File: src/source/adc_src_config.svh
// Build-time sizing and register map of the ADC test-pattern source.
// Included by the package and by every RTL module that needs a width or offset.
`ifndef ADC_SRC_CONFIG_SVH
`define ADC_SRC_CONFIG_SVH

// ---------------------------------------------------------
// datapath sizing
// ---------------------------------------------------------
`define ADC_SRC_NUM_SLICES 4        // slices in the one tile
`define ADC_SRC_SAMPLE_W   12       // useable adc sample bits
`define ADC_SRC_DIV_W      16       // clock divider counter

// ---------------------------------------------------------
// wishbone classic bus
// ---------------------------------------------------------
`define ADC_SRC_WB_ADR_W   8        // word address
`define ADC_SRC_WB_DAT_W   32       // data bus

// ---------------------------------------------------------
// register map, word offsets inside a slice block
// ---------------------------------------------------------
`define ADC_SRC_REG_CTRL   2'd0     // enable and pattern type
`define ADC_SRC_REG_INIT   2'd1     // first sample value
`define ADC_SRC_REG_INC    2'd2     // ramp step
`define ADC_SRC_REG_DIV    2'd3     // sample spacing minus one
`define ADC_SRC_REG_GLOBAL 16       // global enable word

`endif

File: src/source/adc_src_pkg.sv
// Shared types of the ADC test-pattern source.
// Modules import it inside their bodies and name its types in port lists.
`default_nettype none

`include "adc_src_config.svh"

package adc_src_pkg;

   // ---------------------------------------------------------
   // pattern select
   // ---------------------------------------------------------
   // value 3 is not named and behaves as constant
   typedef enum logic [1:0] {
      dg_const  = 2'd0,          // hold init
      dg_ramp   = 2'd1,          // add inc per sample
      dg_toggle = 2'd2           // invert all bits per sample
   } dg_type_e;

   // ---------------------------------------------------------
   // per-slice configuration, bank to generator
   // ---------------------------------------------------------
   typedef struct packed {
      logic                         run;      // slice enable and global enable
      dg_type_e                     dg_type;  // pattern select
      logic [`ADC_SRC_SAMPLE_W-1:0] init;     // first sample
      logic [`ADC_SRC_SAMPLE_W-1:0] inc;      // ramp step
      logic [`ADC_SRC_DIV_W-1:0]    div;      // spacing is div+1 cycles
   } slice_cfg_t;

   // ---------------------------------------------------------
   // one sample of the output stream
   // ---------------------------------------------------------
   // no ready, the stream never stalls
   typedef struct packed {
      logic                         valid;    // one cycle per sample
      logic [`ADC_SRC_SAMPLE_W-1:0] data;     // zero while stopped
   } adc_sample_t;

endpackage

`default_nettype wire

File: src/source/wb_reg_bank.sv
// Wishbone classic register bank for the four pattern slices.
// Holds ctrl, init, inc and div per slice plus the global enable, answers every
// request with a one-cycle ack and feeds each slice a registered run bit.
`timescale 1ns/100ps
`default_nettype none

`include "adc_src_config.svh"

module wb_reg_bank (
   input  logic                           adc_fab_clk,
   input  logic                           rst_n,
   input  logic                           wb_cyc,
   input  logic                           wb_stb,
   input  logic                           wb_we,
   input  logic [`ADC_SRC_WB_ADR_W-1:0]   wb_adr,
   input  logic [`ADC_SRC_WB_DAT_W-1:0]   wb_dat_w,
   output logic [`ADC_SRC_WB_DAT_W-1:0]   wb_dat_r,
   output logic                           wb_ack,
   output adc_src_pkg::slice_cfg_t        cfg [`ADC_SRC_NUM_SLICES]
);

   import adc_src_pkg::*;

   localparam int SLICE_BITS = $clog2(`ADC_SRC_NUM_SLICES);
   localparam logic [`ADC_SRC_WB_ADR_W-1:0] BLOCK_END =
      `ADC_SRC_WB_ADR_W'(`ADC_SRC_NUM_SLICES * 4);             // first word past slices
   localparam logic [`ADC_SRC_WB_ADR_W-1:0] GLOBAL_ADR =
      `ADC_SRC_WB_ADR_W'(`ADC_SRC_REG_GLOBAL);

   // ---------------------------------------------------------
   // field registers
   // ---------------------------------------------------------
   logic                         en_q     [`ADC_SRC_NUM_SLICES];   // slice enable
   dg_type_e                     type_q   [`ADC_SRC_NUM_SLICES];
   logic [`ADC_SRC_SAMPLE_W-1:0] init_q   [`ADC_SRC_NUM_SLICES];
   logic [`ADC_SRC_SAMPLE_W-1:0] inc_q    [`ADC_SRC_NUM_SLICES];
   logic [`ADC_SRC_DIV_W-1:0]    div_q    [`ADC_SRC_NUM_SLICES];
   logic                         run_q    [`ADC_SRC_NUM_SLICES];   // en & global, one cycle late
   logic                         global_q;                        // gates every slice

   logic                         req;         // new request this cycle
   logic                         wr_stb;      // write on this edge
   logic                         in_block;    // address hits a slice block
   logic                         is_global;
   logic [SLICE_BITS-1:0]        sel_slice;
   logic [1:0]                   sel_reg;
   logic [`ADC_SRC_WB_DAT_W-1:0] rd_data;

   // ---------------------------------------------------------
   // address decode
   // ---------------------------------------------------------
   assign req       = wb_cyc & wb_stb & ~wb_ack;   // no ack twice in a row
   assign wr_stb    = req & wb_we;
   assign in_block  = (wb_adr < BLOCK_END);
   assign is_global = (wb_adr == GLOBAL_ADR);
   assign sel_slice = wb_adr[SLICE_BITS+1:2];      // four words per slice
   assign sel_reg   = wb_adr[1:0];

   // readback mux, unused bits and unmapped words stay zero
   always_comb begin
      rd_data = '0;
      if (in_block) begin
         case (sel_reg)
            `ADC_SRC_REG_CTRL: rd_data[2:0] = {type_q[sel_slice], en_q[sel_slice]};
            `ADC_SRC_REG_INIT: rd_data[`ADC_SRC_SAMPLE_W-1:0] = init_q[sel_slice];
            `ADC_SRC_REG_INC:  rd_data[`ADC_SRC_SAMPLE_W-1:0] = inc_q[sel_slice];
            default:           rd_data[`ADC_SRC_DIV_W-1:0] = div_q[sel_slice];
         endcase
      end else if (is_global) begin
         rd_data[0] = global_q;
      end
   end

   // ---------------------------------------------------------
   // ack, writes and run bits
   // ---------------------------------------------------------
   always_ff @(posedge adc_fab_clk) begin
      if (!rst_n) begin
         wb_ack   <= 1'b0;
         global_q <= 1'b0;
         for (int s = 0; s < `ADC_SRC_NUM_SLICES; s++) begin
            en_q[s]   <= 1'b0;
            type_q[s] <= dg_const;
            init_q[s] <= '0;
            inc_q[s]  <= '0;
            div_q[s]  <= '0;
            run_q[s]  <= 1'b0;
         end
      end else begin
         wb_ack <= req;                              // write lands on the ack edge
         if (wr_stb && is_global) begin
            global_q <= wb_dat_w[0];
         end
         for (int s = 0; s < `ADC_SRC_NUM_SLICES; s++) begin
            run_q[s] <= en_q[s] & global_q;          // costs one cycle of latency
            if (wr_stb && in_block && sel_slice == SLICE_BITS'(s)) begin
               case (sel_reg)
                  `ADC_SRC_REG_CTRL: begin
                     en_q[s]   <= wb_dat_w[0];
                     type_q[s] <= dg_type_e'(wb_dat_w[2:1]);
                  end
                  `ADC_SRC_REG_INIT: init_q[s] <= wb_dat_w[`ADC_SRC_SAMPLE_W-1:0];
                  `ADC_SRC_REG_INC:  inc_q[s]  <= wb_dat_w[`ADC_SRC_SAMPLE_W-1:0];
                  default:           div_q[s]  <= wb_dat_w[`ADC_SRC_DIV_W-1:0];
               endcase
            end
         end
      end
   end

   // read data captured with the ack, held until the next request
   always_ff @(posedge adc_fab_clk) begin
      if (req) begin
         wb_dat_r <= rd_data;
      end
   end

   // ---------------------------------------------------------
   // config out to the slices
   // ---------------------------------------------------------
   always_comb begin
      for (int s = 0; s < `ADC_SRC_NUM_SLICES; s++) begin
         cfg[s].run     = run_q[s];
         cfg[s].dg_type = type_q[s];
         cfg[s].init    = init_q[s];
         cfg[s].inc     = inc_q[s];
         cfg[s].div     = div_q[s];
      end
   end

   // ---------------------------------------------------------
   // bus protocol checks
   // ---------------------------------------------------------
   // ack answers a request seen on the previous edge
   a_ack_after_req: assert property (@(posedge adc_fab_clk) disable iff (!rst_n)
      wb_ack |-> $past(wb_cyc & wb_stb));

   // single-cycle ack, master has time to drop stb
   a_ack_single: assert property (@(posedge adc_fab_clk) disable iff (!rst_n)
      wb_ack |=> !wb_ack);

endmodule

`default_nettype wire

File: src/source/dg_slice.sv
// One slice data generator of the ADC test-pattern source.
// A divider counter paces the samples, the pattern engine produces constant,
// ramp or toggle data starting from init, the output register drives the stream.
`timescale 1ns/100ps
`default_nettype none

`include "adc_src_config.svh"

module dg_slice (
   input  logic                     adc_fab_clk,
   input  logic                     rst_n,
   input  adc_src_pkg::slice_cfg_t  cfg,
   output adc_src_pkg::adc_sample_t sample
);

   import adc_src_pkg::*;

   logic [`ADC_SRC_DIV_W-1:0]    cnt;      // 0 .. div
   logic                         run_d;    // run seen on the last edge
   logic                         tick;     // emit a sample on this edge
   logic                         start;    // first edge with run high
   logic [`ADC_SRC_SAMPLE_W-1:0] pat;      // next sample to emit
   logic [`ADC_SRC_SAMPLE_W-1:0] cur;      // sample emitted on a tick
   logic [`ADC_SRC_SAMPLE_W-1:0] nxt;      // value after cur

   // ---------------------------------------------------------
   // divider
   // ---------------------------------------------------------
   // the counter starts at zero on the start edge, so the first
   // tick lands div+1 cycles after run went high
   assign tick  = cfg.run && (cnt == cfg.div);
   assign start = cfg.run & ~run_d;

   always_ff @(posedge adc_fab_clk) begin
      if (!rst_n) begin
         cnt   <= '0;
         run_d <= 1'b0;
      end else begin
         run_d <= cfg.run;
         if (!cfg.run || tick) begin
            cnt <= '0;                        // wrap or hold while stopped
         end else begin
            cnt <= cnt + 1'b1;
         end
      end
   end

   // ---------------------------------------------------------
   // pattern engine
   // ---------------------------------------------------------
   // on the start edge init bypasses the pattern register, which
   // covers div = 0 where start and the first tick coincide
   assign cur = start ? cfg.init : pat;

   always_comb begin
      case (cfg.dg_type)
         dg_ramp:   nxt = cur + cfg.inc;      // wraps mod 4096
         dg_toggle: nxt = ~cur;               // all 12 bits flip
         default:   nxt = cur;                // constant, also code 3
      endcase
   end

   always_ff @(posedge adc_fab_clk) begin
      if (tick) begin
         pat <= nxt;                          // step once per sample
      end else if (start) begin
         pat <= cfg.init;                     // restart from init
      end
   end

   // ---------------------------------------------------------
   // output register
   // ---------------------------------------------------------
   always_ff @(posedge adc_fab_clk) begin
      if (!rst_n) begin
         sample <= '0;
      end else if (!cfg.run) begin
         sample <= '0;                        // stopped, quiet bus
      end else begin
         sample.valid <= tick;                // one cycle per sample
         if (tick) begin
            sample.data <= cur;               // data held between ticks
         end
      end
   end

   // ---------------------------------------------------------
   // checks
   // ---------------------------------------------------------
   // stopping takes effect on the very next edge, with no tail sample
   a_stopped_quiet: assert property (@(posedge adc_fab_clk) disable iff (!rst_n)
      !cfg.run |=> !sample.valid);

endmodule

`default_nettype wire

File: src/source/adc_src_top.sv
// Top level of the ADC test-pattern source for one four-slice tile.
// The Wishbone bank configures the slices, each slice drives one sample stream.
`timescale 1ns/100ps
`default_nettype none

`include "adc_src_config.svh"

module adc_src_top (
   input  logic                           adc_fab_clk,   // fabric and bus clock
   input  logic                           rst_n,
   input  logic                           wb_cyc,
   input  logic                           wb_stb,
   input  logic                           wb_we,
   input  logic [`ADC_SRC_WB_ADR_W-1:0]   wb_adr,        // word address
   input  logic [`ADC_SRC_WB_DAT_W-1:0]   wb_dat_w,
   output logic [`ADC_SRC_WB_DAT_W-1:0]   wb_dat_r,
   output logic                           wb_ack,
   output adc_src_pkg::adc_sample_t       samples [`ADC_SRC_NUM_SLICES]
);

   import adc_src_pkg::*;

   slice_cfg_t cfg [`ADC_SRC_NUM_SLICES];                // bank to slices

   // ---------------------------------------------------------
   // control register bank
   // ---------------------------------------------------------
   wb_reg_bank u_reg_bank (
      .adc_fab_clk (adc_fab_clk),
      .rst_n       (rst_n),
      .wb_cyc      (wb_cyc),
      .wb_stb      (wb_stb),
      .wb_we       (wb_we),
      .wb_adr      (wb_adr),
      .wb_dat_w    (wb_dat_w),
      .wb_dat_r    (wb_dat_r),
      .wb_ack      (wb_ack),
      .cfg         (cfg)
   );

   // ---------------------------------------------------------
   // slice data generators
   // ---------------------------------------------------------
   generate
      for (genvar g = 0; g < `ADC_SRC_NUM_SLICES; g++) begin : g_slice
         dg_slice u_slice (
            .adc_fab_clk (adc_fab_clk),
            .rst_n       (rst_n),
            .cfg         (cfg[g]),                      // slice g block of the map
            .sample      (samples[g])
         );
      end
   endgenerate

endmodule

`default_nettype wire

File: config.mk
export PLATFORM = sky130hd
export DESIGN_NAME = adc_src_top
export DESIGN_NICKNAME = d
export VERILOG_FILES = /design/src/source/adc_src_pkg.sv /design/src/source/wb_reg_bank.sv /design/src/source/dg_slice.sv /design/src/source/adc_src_top.sv
export VERILOG_INCLUDE_DIRS = /design/src /design/src/source
export SDC_FILE = /design/constraint.sdc
export NUM_CORES = 1
export LEC_CHECK = 0
export BUFFER_PORTS_ARGS = -buffer_cell sky130_fd_sc_hd__buf_2
export CORE_MARGIN = 8
export CORE_UTILIZATION = 59
export CTS_BUF_LIST = sky130_fd_sc_hd__clkbuf_4
export DETAILED_ROUTE_END_ITERATION = 12
export GPL_TIMING_DRIVEN = 1
export PLACE_DENSITY = 0.78
export SLEW_MARGIN = 20
export SYNTH_ARGS = -nofsm -noshare
export SYNTH_HDL_FRONTEND = slang
export SYNTH_SLANG_ARGS = --single-unit
File: constraint.sdc
create_clock -name adc_fab_clk -period 4.95 [get_ports adc_fab_clk]
set_clock_uncertainty 0.1 [all_clocks]
set_input_delay 0.7425 -clock adc_fab_clk [delete_from_list [all_inputs] [get_ports adc_fab_clk]]
set_output_delay 0.7425 -clock adc_fab_clk [all_outputs]
set_load 0.02 [all_outputs]
==> results.ini, run 1 <==
[run_status]
status = complete, no violations

[final_layout]
multi_input_area_um2 = 8820
final_core_utilization_pct = 66.0
syn2layout_area_growth_pct = 11.0
nets = 1974
drive_gt1_share_pct = 17.9
stdcell_area_um2 = 20700
stdcell_count = 2344
nFillCells = 2363
register_area_um2 = 9100

[place]
pre_cts_ws_ns = 1.03
hpwlAfterDp_mm = 36.4
dpl_cell_area_um2 = 19400
routabilityCongestion = 0.964
dp_cells = 2172
portBuffers = 97

[yosys]
synth-edff-count = 185
yosysUniqueCellTypes = 60
yosys.cell_count.top_type = edfxtp_1
synth-async-reset-ratio_pct = 0
netlist_instances = 1741
synth_area_um2 = 18700
synth_warnings = 0
synth_flop_cell = edfxtp_1
synth.largest_area_cell = edfxtp_1
yosysSeqAreaShare_pct = 48.7
synth_top_area_share_pct = 29.8
synthTopCellsByArea = edfxtp_1 30%, dfxtp_1 19%, and2_1 5.7%, mux4_2 5.2%, xnor2_1 4.3%
ys_ff_latch = 362
synthTopCellsByCount = 185 x edfxtp_1, 177 x dfxtp_1, 170 x and2_1, 156 x nor2_1, 106 x a21oi_1
syn_area_per_cell_um2 = 10.7

[worst_setup_path]
worstSetupEndpoint = g_slice[2].u_slice.pat[8]
crit_arrival_ns = 4.47
reg2reg_slack_ns = 1.0
worstPathRequired_ns = 5.47
path_class = flop to flop
reg2regPathDepth = 12
slowest_stage = nor2b_1
crit_chain = nor2b_1 -> mux2i_1 -> inv_1 -> ha_1 -> inv_1 -> fa_1 -> nor2b_1 -> o31a_1 -> o21a_1 -> o41ai_1 -> mux2_2 -> a22oi_1
r2r-start = u_reg_bank.run_q[2]
worst-path-max-fanout = 10
end_kind = flop
critPathLaunchType = flop
rr_endpoint = g_slice[2].u_slice.pat[8]
cpPeakStageDelay_ns = 0.77
worstSetupStartpoint = u_reg_bank.run_q[2]

[route]
drtAntennaViolNets = 0
viasPerCell = 6.06
dr.max_layer_used = met5
drc = 0
wl_met1_mm = 20.6
drtIter0Drc = 1622
routedWlPerCell_um = 21.1
route.met2.wl_mm = 21.8
wirelength_mm = 49.5
dr_total_vias = 14200
route.met3.wl_mm = 5.80
dr.pass1.iters = 7

[sta]
grt_setup_unrepaired = no
maxSlewViolCount = 0
max_slew.worst_pin.slew_ns = 0.959
finalHoldViolCount = 0
fin_setup_tns_ns = 0
min_period_ns = 3.95
fin_ws_ns = 0.997
maxSlewHeadroom_pct = 35.8
fmax_mhz = 253
setup_viol = 0
fin_crit_sh_pct = 79.9

[power_and_ir_drop]
power_density_nw_per_um2 = 308
worst_ir_drop_vdd_mv = 0.195
p_leak_nw = 8.31

[grt]
grt_pass1_wl_mm = 75.9
first_global_vias = 13400
antenna_found_initial = 2
grt_max_degree = 36
gr-total-overflow = 0
grt.total_usage_pct = 25.6

[clock_network]
cts_tree = yes
hold_buffers = 0
cts_buffer_depth = 3
cts_inserted_buffers = 92
insertion_delay_ns = 0.74
cts_resized = 0
cts-root-buf = clkbuf_4
cts.clk_slew.worst_paths_ns = 0.07
cts_sinks = 362
postCtsSetupRepairBufs = 0
htreeDepth = 3

[floorplan]
rows = 65
io_pins = 130
initial_utilization_pct = 59.5
die_y_um = 194
core-area_um2 = 31400
dieWidth_um = 194
die_area_um2 = 37600

[hold_path]
worstHoldPathCells = 2
hold_class = primary input to flop

[flow_run]
cap_violations = 0

-- final cells by class --
| cell class | instances | area share (%) |
|---|---|---|
| clock buffers | 151 | 5.47 |
| diodes | 2 | 0.0242 |
| repair buffers | 120 | 3.18 |
| well taps | 402 | 2.43 |
| multi-input cells | 1197 | 42.6 |
| flip-flops and latches | 362 | 43.9 |
| inverters | 91 | 1.65 |
| clock inverters | 19 | 0.773 |
-- layer usage --
| layer | up-vias | GRT usage, % |
|---|---|---|
| met5 | - | 0 |
| met4 | 2 | 9.08 |
| met3 | 105 | 7.20 |
| met2 | 784 | 38.6 |
| met1 | 6789 | 35.2 |
| li1 | 6527 | - |
-- registers in the layout (all words and copies together) (netlist names), 8 cells and up --
name,flops
u_reg_bank.type_q,8
u_reg_bank.inc_q,48
u_reg_bank.div_q,64
g_slice.u_slice.pat,48
u_reg_bank.init_q,48
g_slice.u_slice.cnt,64
u_reg_bank.wb_dat_r,16
g_slice.u_slice.sample,52
-- per-stage QoR --
stage / power [W] / hold WS, ns
after floorplan: 0.00353 / 0.348
after global placement: 0.00365 / 0.371
after detailed placement: 0.00366 / 0.381
after CTS: 0.00640 / 0.199
after global routing: 0.00660 / 0.217
final: 0.00638 / 0.253
-- where the power goes --
group | internal [W] | switching [W]
Sequential | 0.00320 | 0.0000724
Combinational | 0.000128 | 0.000203
Clock | 0.00153 | 0.00124
-- layout by cell type (no fill, tap or decap), types with 17 or more instances in the layout --
cell type and n:
edfxtp_1 185, dfxtp_1 177, and2_1 170, nor2_1 156, clkbuf_4 151, a21oi_1 106, buf_2 97, xnor2_1 92
inv_1 91, ha_1 61, mux2i_1 58, nand2_1 57, a211oi_1 51, o21ai_0 43, mux4_2 43, xor2_1 37
nand3_1 33, a221oi_1 23, buf_4 23, nand4_1 22, and3_1 22, nor3_1 17
-- critical path, delay by kind of cell, from the launching register on --
family / cells / cell delay (ns)
AO/OA/AOI/OAI: 4 / 0.95
buffers and inverters: 2 / 0.16
adder cells (fa/ha/maj): 2 / 0.44
flip-flops: 1 / 0.52
multiplexers: 2 / 0.84
AND/OR/NAND/NOR: 2 / 0.84
-- how the worst min path moves through the flow --
stage | to | slack, ns | start
2_1_floorplan | g_slice[1].u_slice.cnt[0] | 0.35 | g_slice[1].u_slice.cnt[0]
3_3_place_gp | g_slice[2].u_slice.cnt[0] | 0.37 | g_slice[2].u_slice.cnt[0]
3_5_place_dp | g_slice[2].u_slice.cnt[0] | 0.38 | g_slice[2].u_slice.cnt[0]
4_1_cts | u_reg_bank.div_q[3][15] | 0.20 | wb_dat_w[15]
5_1_grt | u_reg_bank.div_q[3][15] | 0.22 | wb_dat_w[15]
6_report | u_reg_bank.div_q[3][15] | 0.25 | wb_dat_w[15]
-- cell families after synthesis --
| kind of cell | Yosys count | synth area share [%] |
|---|---|---|
| flops | 362 | 48.7 |
| buf+inv | 197 | 4.35 |
| simple gates | 556 | 16.2 |
| fa+ha+maj | 65 | 4.52 |
| mux | 116 | 9.20 |
| other cells | 1 | 0.0201 |
| xor+xnor | 129 | 6.05 |
| compound gates | 315 | 10.9 |
(Power assumes the default switching activity.)
==> inputs of run 2 (changes only) <==
Settings changed: CORE_UTILIZATION 59 to 57, PLACE_DENSITY 0.78 to 0.79.
Clock period 4.95 ns to 3.4 ns, I/O delays scaled along.
==> run 2 against run 1 <==
- final area increased by 2.0%
- count of clock-buffer cells in the layout shrank 10
- highest routed layer is now met4
- critical path depth increased by 1
- worst setup slack worse by 0.78 ns
- power up 45%
- via count is 0.79% higher
- sequential power increased by 45%
- clock power increased by 43%
- first-iteration DRC count decreased by 7.0%
==> results.ini, run 2 (synthesized netlist as in run 1, its figures left out) <==
[run_status]
status = complete, no violations

[clock_network]
htreeDepth = 3
cts_tree = yes
cts_sinks = 362
cts_buffer_depth = 3
cts.clk_slew.worst_paths_ns = 0.07
cts-root-buf = clkbuf_4
insertion_delay_ns = 0.76
cts_inserted_buffers = 96

[hold_path]
hp-start = wb_we
hold_class = primary input to flop
worstHoldPathCells = 4
min_to = u_reg_bank.global_q

[grt]
grt_pass1_wl_mm = 77.1
first_global_vias = 13700
gr-total-overflow = 0
grt_max_degree = 35
antenna_found_initial = 1
grt.total_usage_pct = 25.7

[sta]
maxSlewViolCount = 0
holdWs_ns = 0.118
min_period_ns = 3.18
grt_setup_unrepaired = no
maxSlewHeadroom_pct = 34.1
setup_viol = 0
finalHoldViolCount = 0
fmax_mhz = 315
max_slew.worst_pin.slew_ns = 0.986
fin_ws_ns = 0.221
fin_crit_sh_pct = 93.5
fin_setup_tns_ns = 0

[final_layout]
syn2layout_area_growth_pct = 13.2
mostFrequentLayoutCells = 185 x edfxtp_1, 177 x dfxtp_1, 170 x and2_1, 156 x nor2_1, 141 x clkbuf_4
reg.largest.list = g_slice.u_slice.cnt: 64 flops, u_reg_bank.div_q: 64 flops, g_slice.u_slice.sample: 52 flops
stdcell_area_um2 = 21100
nets = 2024
nFillCells = 2522
final_common_cell = edfxtp_1
drive_gt1_share_pct = 19.5

[place]
dpl_cell_area_um2 = 19800
hpwlAfterDp_mm = 37.3
portBuffers = 97
pre_cts_ws_ns = 0.170
routabilityCongestion = 0.937

[route]
drc = 0
dr_total_vias = 14300
routedWlPerCell_um = 21.0
drtAntennaViolNets = 0
drtIter0Drc = 1509
wirelength_mm = 51.2
viasPerCell = 5.88
dr.pass1.iters = 8

[worst_setup_path]
worstPathRequired_ns = 3.96
critPathLaunchType = flop
crit_arrival_ns = 3.73
worst-path-max-fanout = 12
reg2regPathDepth = 13
r2r-start = u_reg_bank.run_q[1]
end_kind = flop
rr_endpoint = g_slice[1].u_slice.pat[10]
path_class = flop to flop
reg2reg_slack_ns = 0.22

[power_and_ir_drop]
power_switching_w = 0.00230
p_int_w = 0.00693
finalPower_w = 0.00922
power_density_nw_per_um2 = 436
combPwrFrac_pct = 5.4
p_leak_nw = 8.51
switching_share_pct = 24.9
worst_ir_drop_vdd_mv = 0.363
p_clk_share_pct = 42.9
seqPwrFrac_pct = 51.7

[floorplan]
die_y_um = 197
io_pins = 130
die_area_um2 = 38800
dieWidth_um = 197
rows = 66
core-area_um2 = 32400
initial_utilization_pct = 57.7

[flow_run]
cap_violations = 0

[run 2: cell types whose count changed in the layout (fill, tap and decap cells not counted), sizes merged]
| cell | before | now |
|---|---|---|
| buf | 120 | 162 |
| bufinv | 3 | 2 |
| clkbuf | 151 | 141 |
| clkinv | 14 | 34 |
| diode | 2 | 1 |
| dlygate4sd3 | 0 | 4 |
| inv | 92 | 91 |
[run 2: metal layers]
layer  share of wire [%]  up-vias  global-route usage, %  wire length (µm)
met2                  45      818                   39.5             23000
met4                 2.7        0                   9.70              1400
met3                  12       97                   6.36              5970
met5                   0        -                      0                 0
met1                  41     6772                   34.7             20800
li1                    -     6632                      -                 -
[run 2: worst max-delay path, cell delays in order, from the launching register on]
cell and delay (ns):
dfxtp_1 0.41, nor2b_1 0.15, buf_4 0.25, mux2i_1 0.13
inv_1 0.09, ha_1 0.20, inv_1 0.07, fa_1 0.41
nor2b_1 0.17, o31a_1 0.18, o21ai_0 0.13, a211oi_2 0.28
mux2_2 0.37, a31oi_1 0.16
[run 2: per-stage QoR]
stage	util (%)	std cells
floorplan	-	1756
global placement	61.2	2254
detailed placement	61.2	2254
CTS	65.2	2436
global route	65.3	2437
finish	65.3	2437
[run 2: what timing repair did]
| action | in CTS | in global routing |
|---|---|---|
| hold endpoints to repair | 16 | 0 |
| hold buffers | 4 | 0 |
| resized for setup | 0 | 4 |
| endpoints found under the setup margin | 0 | 3 |
| buffers inserted | 0 | 0 |
[run 2: how the worst max path moves through the flow]
stage | startpoint | endpoint | slack [ns] | depth (start not counted)
6_report | u_reg_bank.run_q[1] | g_slice[1].u_slice.pat[10] | 0.22 | 13
4_1_cts | u_reg_bank.run_q[2] | g_slice[2].u_slice.pat[8] | 0.15 | 12
3_5_place_dp | u_reg_bank.run_q[2] | g_slice[2].u_slice.pat[8] | 0.17 | 12
5_1_grt | u_reg_bank.run_q[2] | g_slice[2].u_slice.pat[8] | 0.02 | 12
2_1_floorplan | wb_stb | u_reg_bank.div_q[3][0] | 0.03 | 5
3_3_place_gp | u_reg_bank.run_q[2] | g_slice[2].u_slice.pat[8] | 0.30 | 12
[run 2: final cells by class]
cell class                 instances  area (µm²)  share of cell area [%]
multi-input combinational       1197        8830                    41.8
tap                              442         553                    2.62
clock buffer                     141        1060                    5.01
timing repair buffer             166        1040                    4.91
inverter                          91         342                    1.62
sequential                       362        9100                    43.1
antenna                            1        2.50                  0.0118
clock inverter                    37         211                    1.00
[run 2: power by group through the flow]
stage / Clock, W / Sequential [W] / Combinational, W
floorplan: 0 / 0.00480 / 0.000340
global placement: 0 / 0.00486 / 0.000467
detailed placement: 0 / 0.00486 / 0.000479
CTS: 0.00399 / 0.00476 / 0.000485
global route: 0.00421 / 0.00477 / 0.000525
finish: 0.00395 / 0.00477 / 0.000496
